==> src/pinmux_cfg.svh <==
// Pad multiplexer configuration
// Counts for pads, peripheral channels and input synchronizer depth

`ifndef PINMUX_CFG_SVH
`define PINMUX_CFG_SVH

// Ports A to D, eight pads each
`define PINMUX_PAD_CNT 32

// PWM waveform outputs
`define PINMUX_PWM_CNT 6

// WS281x LED driver channels
`define PINMUX_WS_CNT 4

// UART channels, one TXD and one RXD each
`define PINMUX_UART_CNT 2

// Flops between the pad and any consumer
`define PINMUX_SYNC_STAGES 2

`endif
==> src/pinmux_pkg.sv <==
// Pad multiplexer types and fixed pad maps
// Owner encoding, function-select layout and per-pad lookup tables

`include "pinmux_cfg.svh"

package pinmux_pkg;

  // Index and channel widths
  typedef logic [$clog2(`PINMUX_PAD_CNT)-1:0]  pad_idx_t;
  typedef logic [$clog2(`PINMUX_WS_CNT)-1:0]   ws_ch_t;
  typedef logic [$clog2(`PINMUX_PWM_CNT)-1:0]  pwm_idx_t;
  typedef logic [$clog2(`PINMUX_UART_CNT)-1:0] uart_ch_t;

  // Who drives a pad
  typedef enum logic [2:0] {
    OWN_IN      = 3'd0,
    OWN_GPIO    = 3'd1,
    OWN_WS      = 3'd2,
    OWN_PWM     = 3'd3,
    OWN_UART_TX = 3'd4,
    OWN_I2C     = 3'd5
  } pad_owner_e;

  // ----------------------------------------------------------
  // Function-select word, MSB first
  // ----------------------------------------------------------
  typedef struct packed {
    logic [15:0]                 rsvd_hi;
    logic                        i2c_en;
    logic [4:0]                  rsvd_lo;
    logic [`PINMUX_UART_CNT-1:0] uart_en;
    logic [1:0]                  int_en;
    logic [`PINMUX_PWM_CNT-1:0]  pwm_en;
  } func_sel_t;

  // ----------------------------------------------------------
  // Pad maps
  // ----------------------------------------------------------
  // Marker for pads without a WS channel
  localparam logic [2:0] WS_NONE = 3'd4;

  // WS channel per pad, four pads per channel
  localparam logic [2:0] PAD_WS_CH [`PINMUX_PAD_CNT] = '{
    22: 3'd0, 24: 3'd0, 25: 3'd0, 26: 3'd0,
    27: 3'd1, 28: 3'd1, 14: 3'd1, 15: 3'd1,
    29: 3'd2, 30: 3'd2, 31: 3'd2,  8: 3'd2,
     9: 3'd3, 10: 3'd3, 11: 3'd3, 12: 3'd3,
    default: WS_NONE
  };

  // PWM k lands on PWM_PAD[k]
  localparam pad_idx_t PWM_PAD [`PINMUX_PWM_CNT] = '{
    5'd27, 5'd29, 5'd30, 5'd9, 5'd10, 5'd11
  };

  // UART pads per channel
  localparam pad_idx_t UART_TX_PAD [`PINMUX_UART_CNT] = '{5'd25, 5'd28};
  localparam pad_idx_t UART_RX_PAD [`PINMUX_UART_CNT] = '{5'd24, 5'd26};

  // Level interrupt pads, INT0 shares pad 26 with UART 1 RX
  localparam pad_idx_t INT_PAD [2] = '{5'd26, 5'd27};

  // I2C master pads
  localparam pad_idx_t I2C_SDA_PAD = 5'd20;
  localparam pad_idx_t I2C_SCL_PAD = 5'd21;

endpackage

==> src/pad_sel_if.sv <==
// Decoded pad selection
// Per-pad owner and source index, plus input-steering enables

`include "pinmux_cfg.svh"

interface pad_sel_if import pinmux_pkg::*; ();

  // Per-pad output selection
  pad_owner_e owner      [`PINMUX_PAD_CNT];
  ws_ch_t     ws_ch      [`PINMUX_PAD_CNT];
  pwm_idx_t   pwm_idx    [`PINMUX_PAD_CNT];
  uart_ch_t   uart_tx_ch [`PINMUX_PAD_CNT];

  // Input steering enables
  logic [`PINMUX_UART_CNT-1:0] uart_rx_en;
  // INT0 already masked against UART 1 RX
  logic [1:0]                  int_en;
  logic                        i2c_en;

  modport ctrl (
    output owner, ws_ch, pwm_idx, uart_tx_ch, uart_rx_en, int_en, i2c_en
  );

  modport drive (input owner, ws_ch, pwm_idx, uart_tx_ch);

  modport capture (input uart_rx_en, int_en, i2c_en);

endinterface

==> src/pinmux_top.sv <==
// Pad multiplexer top
// Configuration control plus output and input pad datapaths

`include "pinmux_cfg.svh"

module pinmux_top (
  input  logic                        mclk_i,
  input  logic                        rst_i,

  // Configuration words
  input  logic [`PINMUX_PAD_CNT-1:0]  cfg_gpio_dir_sel_i,
  input  logic [`PINMUX_PAD_CNT-1:0]  cfg_gpio_out_type_i,
  input  logic [31:0]                 cfg_multi_func_sel_i,

  // GPIO
  input  logic [`PINMUX_PAD_CNT-1:0]  gpio_out_i,
  output logic [`PINMUX_PAD_CNT-1:0]  pad_gpio_in_o,

  // WS281x and PWM
  input  logic [`PINMUX_WS_CNT-1:0]   ws_txd_i,
  input  logic [`PINMUX_PWM_CNT-1:0]  pwm_wfm_i,

  // UART
  input  logic [`PINMUX_UART_CNT-1:0] uart_txd_i,
  output logic [`PINMUX_UART_CNT-1:0] uart_rxd_o,

  // Level interrupts
  output logic [1:0]                  ext_intr_o,

  // I2C master
  input  logic                        i2c_sda_o_i,
  input  logic                        i2c_sda_oen_i,
  input  logic                        i2c_scl_o_i,
  input  logic                        i2c_scl_oen_i,
  output logic                        i2c_sda_i_o,
  output logic                        i2c_scl_i_o,

  // Pads
  input  logic [`PINMUX_PAD_CNT-1:0]  digital_io_in_i,
  output logic [`PINMUX_PAD_CNT-1:0]  digital_io_out_o,
  output logic [`PINMUX_PAD_CNT-1:0]  digital_io_oen_o
);

  // Decoded selection shared by both datapaths
  pad_sel_if i_sel ();

  // ----------------------------------------------------------
  // Configuration decode
  // ----------------------------------------------------------
  pinmux_ctrl i_ctrl (
    .mclk_i               (mclk_i),
    .rst_i                (rst_i),
    .cfg_gpio_dir_sel_i   (cfg_gpio_dir_sel_i),
    .cfg_gpio_out_type_i  (cfg_gpio_out_type_i),
    .cfg_multi_func_sel_i (cfg_multi_func_sel_i),
    .sel_o                (i_sel.ctrl)
  );

  // Output side
  pad_drive i_drive (
    .mclk_i           (mclk_i),
    .rst_i            (rst_i),
    .sel_i            (i_sel.drive),
    .gpio_out_i       (gpio_out_i),
    .ws_txd_i         (ws_txd_i),
    .pwm_wfm_i        (pwm_wfm_i),
    .uart_txd_i       (uart_txd_i),
    .i2c_sda_o_i      (i2c_sda_o_i),
    .i2c_sda_oen_i    (i2c_sda_oen_i),
    .i2c_scl_o_i      (i2c_scl_o_i),
    .i2c_scl_oen_i    (i2c_scl_oen_i),
    .digital_io_out_o (digital_io_out_o),
    .digital_io_oen_o (digital_io_oen_o)
  );

  // Input side
  pad_capture i_capture (
    .mclk_i          (mclk_i),
    .rst_i           (rst_i),
    .sel_i           (i_sel.capture),
    .digital_io_in_i (digital_io_in_i),
    .pad_gpio_in_o   (pad_gpio_in_o),
    .uart_rxd_o      (uart_rxd_o),
    .ext_intr_o      (ext_intr_o),
    .i2c_sda_i_o     (i2c_sda_i_o),
    .i2c_scl_i_o     (i2c_scl_i_o)
  );

endmodule

==> src/pad_capture.sv <==
// Pad input datapath
// Synchronizes every pad, then steers the synchronized pads to the
// GPIO input word, UART RX, level interrupts and the I2C master

`include "pinmux_cfg.svh"

module pad_capture import pinmux_pkg::*; (
  input  logic                        mclk_i,
  input  logic                        rst_i,
  pad_sel_if.capture                  sel_i,
  input  logic [`PINMUX_PAD_CNT-1:0]  digital_io_in_i,
  output logic [`PINMUX_PAD_CNT-1:0]  pad_gpio_in_o,
  output logic [`PINMUX_UART_CNT-1:0] uart_rxd_o,
  output logic [1:0]                  ext_intr_o,
  output logic                        i2c_sda_i_o,
  output logic                        i2c_scl_i_o
);

  // Synchronizer chain, stage 0 faces the pads
  logic [`PINMUX_PAD_CNT-1:0] sync_q [`PINMUX_SYNC_STAGES];
  logic [`PINMUX_PAD_CNT-1:0] pad_s;

  // ----------------------------------------------------------
  // Input synchronizer
  // ----------------------------------------------------------
  always_ff @(posedge mclk_i) begin
    if (rst_i) begin
      for (int s = 0; s < `PINMUX_SYNC_STAGES; s++)
        sync_q[s] <= '0;
    end else begin
      sync_q[0] <= digital_io_in_i;
      for (int s = 1; s < `PINMUX_SYNC_STAGES; s++)
        sync_q[s] <= sync_q[s-1];
    end
  end

  assign pad_s = sync_q[`PINMUX_SYNC_STAGES-1];

  // GPIO sees every pad whatever its owner
  assign pad_gpio_in_o = pad_s;

  // ----------------------------------------------------------
  // Peripheral input steering
  // ----------------------------------------------------------
  always_comb begin
    for (int k = 0; k < `PINMUX_UART_CNT; k++) begin
      // Idle line level when the channel is off
      uart_rxd_o[k] = sel_i.uart_rx_en[k] ? pad_s[UART_RX_PAD[k]] : 1'b1;
    end
    for (int k = 0; k < 2; k++) begin
      ext_intr_o[k] = sel_i.int_en[k] ? pad_s[INT_PAD[k]] : 1'b0;
    end
  end

  // I2C reads back both lines while enabled
  assign i2c_sda_i_o = sel_i.i2c_en ? pad_s[I2C_SDA_PAD] : 1'b0;
  assign i2c_scl_i_o = sel_i.i2c_en ? pad_s[I2C_SCL_PAD] : 1'b0;

  // Disabled RX channel stays idle high
  for (genvar k = 0; k < `PINMUX_UART_CNT; k++) begin : g_rx_chk
    a_rx_idle: assert property (@(posedge mclk_i) disable iff (rst_i)
      !sel_i.uart_rx_en[k] |-> uart_rxd_o[k]);
  end

endmodule

==> src/pad_drive.sv <==
// Pad output datapath
// Picks each pad's data and enable from its owner, then registers both

`include "pinmux_cfg.svh"

module pad_drive import pinmux_pkg::*; (
  input  logic                        mclk_i,
  input  logic                        rst_i,
  pad_sel_if.drive                    sel_i,
  input  logic [`PINMUX_PAD_CNT-1:0]  gpio_out_i,
  input  logic [`PINMUX_WS_CNT-1:0]   ws_txd_i,
  input  logic [`PINMUX_PWM_CNT-1:0]  pwm_wfm_i,
  input  logic [`PINMUX_UART_CNT-1:0] uart_txd_i,
  input  logic                        i2c_sda_o_i,
  input  logic                        i2c_sda_oen_i,
  input  logic                        i2c_scl_o_i,
  input  logic                        i2c_scl_oen_i,
  output logic [`PINMUX_PAD_CNT-1:0]  digital_io_out_o,
  output logic [`PINMUX_PAD_CNT-1:0]  digital_io_oen_o
);

  logic [`PINMUX_PAD_CNT-1:0] out_d;
  logic [`PINMUX_PAD_CNT-1:0] oen_d;

  // ----------------------------------------------------------
  // Source select per pad
  // ----------------------------------------------------------
  always_comb begin
    for (int p = 0; p < `PINMUX_PAD_CNT; p++) begin
      // Driven unless noted
      oen_d[p] = 1'b0;
      case (sel_i.owner[p])
        OWN_GPIO:    out_d[p] = gpio_out_i[p];
        OWN_WS:      out_d[p] = ws_txd_i[sel_i.ws_ch[p]];
        OWN_PWM:     out_d[p] = pwm_wfm_i[sel_i.pwm_idx[p]];
        OWN_UART_TX: out_d[p] = uart_txd_i[sel_i.uart_tx_ch[p]];
        OWN_I2C: begin
          // Open drain, the master owns the enable
          if (pad_idx_t'(p) == I2C_SDA_PAD) begin
            out_d[p] = i2c_sda_o_i;
            oen_d[p] = i2c_sda_oen_i;
          end else begin
            out_d[p] = i2c_scl_o_i;
            oen_d[p] = i2c_scl_oen_i;
          end
        end
        default: begin
          // Input pad, released
          out_d[p] = 1'b0;
          oen_d[p] = 1'b1;
        end
      endcase
    end
  end

  // ----------------------------------------------------------
  // Pad output flops
  // ----------------------------------------------------------
  always_ff @(posedge mclk_i) begin
    if (rst_i) begin
      digital_io_out_o <= '0;
      digital_io_oen_o <= '1;
    end else begin
      digital_io_out_o <= out_d;
      digital_io_oen_o <= oen_d;
    end
  end

  // Input ownership releases the pad on the next edge
  for (genvar p = 0; p < `PINMUX_PAD_CNT; p++) begin : g_oen_chk
    a_in_released: assert property (@(posedge mclk_i) disable iff (rst_i)
      sel_i.owner[p] == OWN_IN |=> digital_io_oen_o[p]);
  end

endmodule

==> src/pinmux_ctrl.sv <==
// Pad multiplexer control
// Registers the configuration words and resolves the owner of each pad
// by fixed priority PWM, UART TX, I2C, forced input, WS, GPIO

`include "pinmux_cfg.svh"

module pinmux_ctrl import pinmux_pkg::*; (
  input  logic                       mclk_i,
  input  logic                       rst_i,
  input  logic [`PINMUX_PAD_CNT-1:0] cfg_gpio_dir_sel_i,
  input  logic [`PINMUX_PAD_CNT-1:0] cfg_gpio_out_type_i,
  input  logic [31:0]                cfg_multi_func_sel_i,
  pad_sel_if.ctrl                    sel_o
);

  logic [`PINMUX_PAD_CNT-1:0] dir_q;
  logic [`PINMUX_PAD_CNT-1:0] type_q;
  func_sel_t                  func_q;

  // Per-pad claim flags
  logic [`PINMUX_PAD_CNT-1:0] pwm_hit;
  logic [`PINMUX_PAD_CNT-1:0] tx_hit;
  logic [`PINMUX_PAD_CNT-1:0] i2c_hit;
  logic [`PINMUX_PAD_CNT-1:0] in_hit;
  logic [`PINMUX_PAD_CNT-1:0] ws_hit;
  pwm_idx_t                   pwm_k [`PINMUX_PAD_CNT];
  uart_ch_t                   tx_k  [`PINMUX_PAD_CNT];
  logic [1:0]                 int_en_m;

  // ----------------------------------------------------------
  // Configuration registers
  // ----------------------------------------------------------
  always_ff @(posedge mclk_i) begin
    if (rst_i) begin
      dir_q  <= '0;
      type_q <= '0;
      func_q <= '0;
    end else begin
      dir_q  <= cfg_gpio_dir_sel_i;
      type_q <= cfg_gpio_out_type_i;
      func_q <= func_sel_t'(cfg_multi_func_sel_i);
    end
  end

  // UART 1 RX takes pad 26 away from INT0
  assign int_en_m = func_q.int_en & ~{1'b0, func_q.uart_en[1]};

  assign sel_o.uart_rx_en = func_q.uart_en;
  assign sel_o.int_en     = int_en_m;
  assign sel_o.i2c_en     = func_q.i2c_en;

  // ----------------------------------------------------------
  // Claim decode per pad
  // ----------------------------------------------------------
  always_comb begin
    for (int p = 0; p < `PINMUX_PAD_CNT; p++) begin
      pwm_hit[p] = 1'b0;
      pwm_k[p]   = '0;
      tx_hit[p]  = 1'b0;
      tx_k[p]    = '0;
      in_hit[p]  = 1'b0;
      // At most one PWM maps to any pad
      for (int k = 0; k < `PINMUX_PWM_CNT; k++) begin
        if (func_q.pwm_en[k] && PWM_PAD[k] == pad_idx_t'(p)) begin
          pwm_hit[p] = 1'b1;
          pwm_k[p]   = pwm_idx_t'(k);
        end
      end
      for (int k = 0; k < `PINMUX_UART_CNT; k++) begin
        if (func_q.uart_en[k] && UART_TX_PAD[k] == pad_idx_t'(p)) begin
          tx_hit[p] = 1'b1;
          tx_k[p]   = uart_ch_t'(k);
        end
        // Enabled RX pad is held as input
        if (func_q.uart_en[k] && UART_RX_PAD[k] == pad_idx_t'(p))
          in_hit[p] = 1'b1;
      end
      for (int k = 0; k < 2; k++) begin
        if (int_en_m[k] && INT_PAD[k] == pad_idx_t'(p))
          in_hit[p] = 1'b1;
      end
      i2c_hit[p] = func_q.i2c_en &&
                   (pad_idx_t'(p) == I2C_SDA_PAD || pad_idx_t'(p) == I2C_SCL_PAD);
      ws_hit[p]  = type_q[p] && (PAD_WS_CH[p] != WS_NONE);
    end
  end

  // Owner by priority, source indices only matter for the matching owner
  always_comb begin
    for (int p = 0; p < `PINMUX_PAD_CNT; p++) begin
      sel_o.ws_ch[p]      = PAD_WS_CH[p][1:0];
      sel_o.pwm_idx[p]    = pwm_k[p];
      sel_o.uart_tx_ch[p] = tx_k[p];
      if (pwm_hit[p])      sel_o.owner[p] = OWN_PWM;
      else if (tx_hit[p])  sel_o.owner[p] = OWN_UART_TX;
      else if (i2c_hit[p]) sel_o.owner[p] = OWN_I2C;
      else if (in_hit[p])  sel_o.owner[p] = OWN_IN;
      else if (ws_hit[p])  sel_o.owner[p] = OWN_WS;
      else if (dir_q[p])   sel_o.owner[p] = OWN_GPIO;
      else                 sel_o.owner[p] = OWN_IN;
    end
  end

  // Each TX channel reaches at most one pad
  for (genvar c = 0; c < `PINMUX_UART_CNT; c++) begin : g_tx_once
    logic [`PINMUX_PAD_CNT-1:0] tx_use;
    always_comb begin
      for (int p = 0; p < `PINMUX_PAD_CNT; p++)
        tx_use[p] = (sel_o.owner[p] == OWN_UART_TX) && (sel_o.uart_tx_ch[p] == uart_ch_t'(c));
    end
    a_tx_once: assert property (@(posedge mclk_i) disable iff (rst_i) $onehot0(tx_use));
  end

endmodule

==> config.mk <==
export PLATFORM = sky130hd
export DESIGN_NAME = pinmux_top
export DESIGN_NICKNAME = d
export VERILOG_FILES = /design/src/pinmux_pkg.sv /design/src/pad_sel_if.sv /design/src/pinmux_top.sv /design/src/pad_capture.sv /design/src/pad_drive.sv /design/src/pinmux_ctrl.sv
export VERILOG_INCLUDE_DIRS = /design/src
export SDC_FILE = /design/constraint.sdc
export NUM_CORES = 1
export LEC_CHECK = 0
export CAP_MARGIN = 20
export CORE_MARGIN = 4
export CORE_UTILIZATION = 65
export CTS_CLUSTER_DIAMETER = 80
export DETAILED_ROUTE_END_ITERATION = 12
export DONT_BUFFER_PORTS = 1
export PLACE_DENSITY = 0.81
export SLEW_MARGIN = 20
export SYNTH_ARGS = -nofsm -noshare
export SYNTH_HDL_FRONTEND = slang
export SYNTH_HIERARCHICAL = 1
export SYNTH_SLANG_ARGS = --single-unit
export TNS_END_PERCENT = 30
==> constraint.sdc <==
create_clock -name mclk_i -period 1.6 [get_ports mclk_i]
set_input_delay 0.08 -clock mclk_i [delete_from_list [all_inputs] [get_ports mclk_i]]
set_output_delay 0.08 -clock mclk_i [all_outputs]
set_load 0.005 [all_outputs]
==> metrics.md <==
| Metric | Value |
|---|---|
| Clock Pin Slew Worst Setup and Hold Paths | about 0.080 ns |
| Worst Setup Start Kind | flop |
| Cell area after synthesis | about 12,000 um2 |
| Count of final setup violators | 0 |
| Core Region | 18,600 um2 |
| Worst-Margin Slew | 0.537 ns |
| Largest net degree at the start of global routing | ~140 |
| CTS Root Cell | clkbuf_16 |
| Vias in the first global route | around 9,000 |
| Antenna violations before repair | 1 |
| Slew HR | 64.1% |
| Worst setup EP type | flop |
| Starting density of the core | roughly two thirds |
| Total track usage | ~29% |
| Routed WL | 31.9 mm |
| H-tree level count | 4 |
| Crit Path Max Fanout | 6 |
| CTS Buf Count | 17 |
| Final Net Count | between 1,000 and 1,500 |
| Clock period minus final worst setup slack | 1.59 ns |
| Commonest cells post-synth | buf_4, dfxtp_1, nor2b_1, mux2i_1, mux4_2 |
| Drt pass-1 iters | 5 |
| Top cells by area, synth | dfxtp_1, buf_4, mux4_2, mux2i_1, nor2b_2 |
| Final hold viol count | 0 |
| Sequential cell area | 3750 um2 |
| Prevailing post-synth register cell | dfxtp_1 |
| PD cells | 864 nW/um2 |
| Io pins | 280 |
| Filler cells | roughly 1,300 |
| Vias/cell | 5.73 |
| DRC viols | 0 |
| HPWL Detailed | 15.1 mm |
| Number of synthesized flops with an enable pin | 0 |
| IR drop worst, VDD | 786 uV |
| Critical hold path startpoint | ws_txd_i[2] |
| Row count | 50 |
| Register bit total from synthesis | 187 |
| RSZ-0062 raised after global routing | true |
| Routed Antenna Nets | 0 |
| Largest family of logic cells by synthesized area | buffers and inverters |
| Origin of the critical flop-to-flop path | i_ctrl/sel_o.uart_rx_en[0] |
| Final period util | between 90% and 100% |
| GRT Residual Overflow | 0 |
| Routed via count | about 8,900 |
| Iteration-0 DRC Markers | 492 |
| Layout cells sized above 1 | 15.8% |
| Worst-Skew Late Latency | 0.44 ns |
| Yosys cell types | 37 |
| Xor/xnor share of the synthesized area | 0% |
| Max Clock Skew | roughly 0.0091 ns |
| # clock sinks | 187 |
| Sequential share of the synthesized area | 30.4% |
| CP Data Required Time | 1.94 ns |
| Leakage | 5.60 nW |
| Die Span X | 146 um |
| HP Class | in -> reg |
| Port buffer count | 0 |
| Synth Area in Simple Gates | about 16% |
| Area leader, netlist | dfxtp_1 |
| CP startpoint | i_ctrl/sel_o.uart_rx_en[0] |
| Top-count cell post-synth | buf_4 |
| Ys Warns | 6 |
| Status | complete, no violations |
| Area Growth Syn to Fin | 5.33% |
| Synthesized instance count | 1,269 |
| Die ar. | 21,200 um2 |
| FMAX | 631 MHz |
| Async SR Flop Fraction | 0% |
| Multi-input logic area | 6750 um2 |
| Clk buf depth | 2 |
| Slew Viols, Final | 0 |
| CP Class | reg -> reg |
| Placer Congestion | 0.782 |
| Adder and majority gate portion of the synthesized area | 0% |
| First-pass GRT wire length | 49.8 mm |
| Mux contribution to synthesized area | 19.8% |
| Setup Total Neg Slack | 0 ns |
| Die H | 146 um |
| TritonCTS clock tree | done |
| Avg Inst Size Synth | roughly 9.7 um2 |
| Share of Yosys cell area claimed by the top area cell type | a little under a third |
| Overall power | roughly 11 mW |
| Compound-gate portion of the synthesized area | 11.8% |
| Max_cap viols | 0 |
| Crit path DAT | about 1.9 ns |
| Drt wl/cell | 20.7 um |
-- cells by family after synthesis --
group / count (synthesis)
compound gates: 216
buf+inv: 398
flops: 187
mux: 159
other cells: 2
simple gates: 307
-- sequential cells by signal (all words and copies together), names as in the netlist --
| register | cells |
|---|---|
| i_ctrl/dir_q | 32 |
| i_ctrl/sel_o.uart_rx_en | 2 |
| i_ctrl/type_q | 16 |
| i_capture/sync_q | 64 |
| i_drive/digital_io_out_o | 32 |
| i_ctrl/func_q | 8 |
| i_ctrl/sel_o.i2c_en | 1 |
| i_drive/digital_io_oen_o | 32 |
-- placed cells by master (no fill, tap or decap), types with 2 or more instances in the layout --
cell and instances:
nor4_1 5, mux2_2 26, or2_0 24, inv_1 38, a211o_1 32, clkbuf_16 17
mux2i_1 69, inv_8 2, and2_1 4, nand2_1 8, nor3b_1 27, buf_4 6
o32ai_1 27, nor3b_2 3, mux4_1 2, inv_6 5, o21ai_1 20, a31oi_1 26
nand2b_1 7, a21o_1 39, o21ai_0 33, conb_1 228, nor3_1 41, dlygate4sd3_1 136
clkinv_8 6, dfxtp_1 184, mux4_2 62, nor2_1 29, or2_2 11, a21oi_1 32
nor4b_1 5, dfxtp_2 3, nor2b_1 76, nor2b_2 62, a22oi_1 5, or2_1 3
-- worst paths after layout --
kind                                  end  slack, ns  cells after the start
max          i_drive/digital_io_out_o[24]       0.01                      5
min          i_drive/digital_io_out_o[29]       0.05                      3
max reg2reg  i_drive/digital_io_out_o[24]       0.01                      5
min reg2reg  i_drive/digital_io_out_o[15]       0.55                      1
-- where the power goes --
| part | switching [mW] | internal (mW) | total, mW |
|---|---|---|---|
| Sequential | 0.188 | 4.93 | 5.12 |
| Combinational | 0.718 | 1.00 | 1.72 |
| Clock | 2.25 | 2.12 | 4.37 |
-- what timing repair did --
action / in CTS / in global routing
gates resized for setup: 0 / 10
setup endpoints to repair: 0 / 9
buffers inserted: 0 / 0
endpoints found under the hold margin: 187 / 0
hold buffers: 137 / 0
-- critical path: stages, from the launching register on --
cell     delay, ns
dfxtp_1       0.42
nor3b_2       0.41
inv_1         0.16
nor2_1        0.14
a31oi_1       0.06
o32ai_1       0.28
-- stage by stage --
| stage | cell area, um2 | setup WS (ns) | util (%) | hold slack (ns) | instances |
|---|---|---|---|---|---|
| 5_1_grt | 13000 | -0.00358 | 69.6 | 0.0510 | 1544 |
| 6_report | 13000 | 0.0141 | 69.6 | 0.0482 | 1545 |
| 2_1_floorplan | 13200 | 0.154 | - | 0.208 | 1495 |
| 3_3_place_gp | 10900 | 0.140 | 58.7 | 0.161 | 1375 |
| 4_1_cts | 12900 | 0.0283 | 69.4 | 0.0252 | 1544 |
| 3_5_place_dp | 10900 | 0.135 | 58.7 | 0.165 | 1375 |
-- metal layers --
| metal | routed length, um | track usage [%] | vias to the layer above |
|---|---|---|---|
| met1 | 12700 | 35.2 | 4249 |
| met2 | 15400 | 50.2 | 493 |
| met3 | 2700 | 7.94 | 102 |
| met5 | 13 | 0 | - |
| li1 | - | - | 4008 |
| met4 | 1110 | 12.6 | 2 |
-- final cells by class --
class / instances / area share [%]
timing repair buffer: 143 / 11.1
antenna: 1 / 0.0193
inverter: 38 / 1.10
clock buffer: 18 / 3.31
tap: 234 / 2.26
multi-input combinational: 910 / 52.0
clock inverter: 14 / 1.33
sequential: 187 / 28.9
Power figures use the tool's default switching activity.
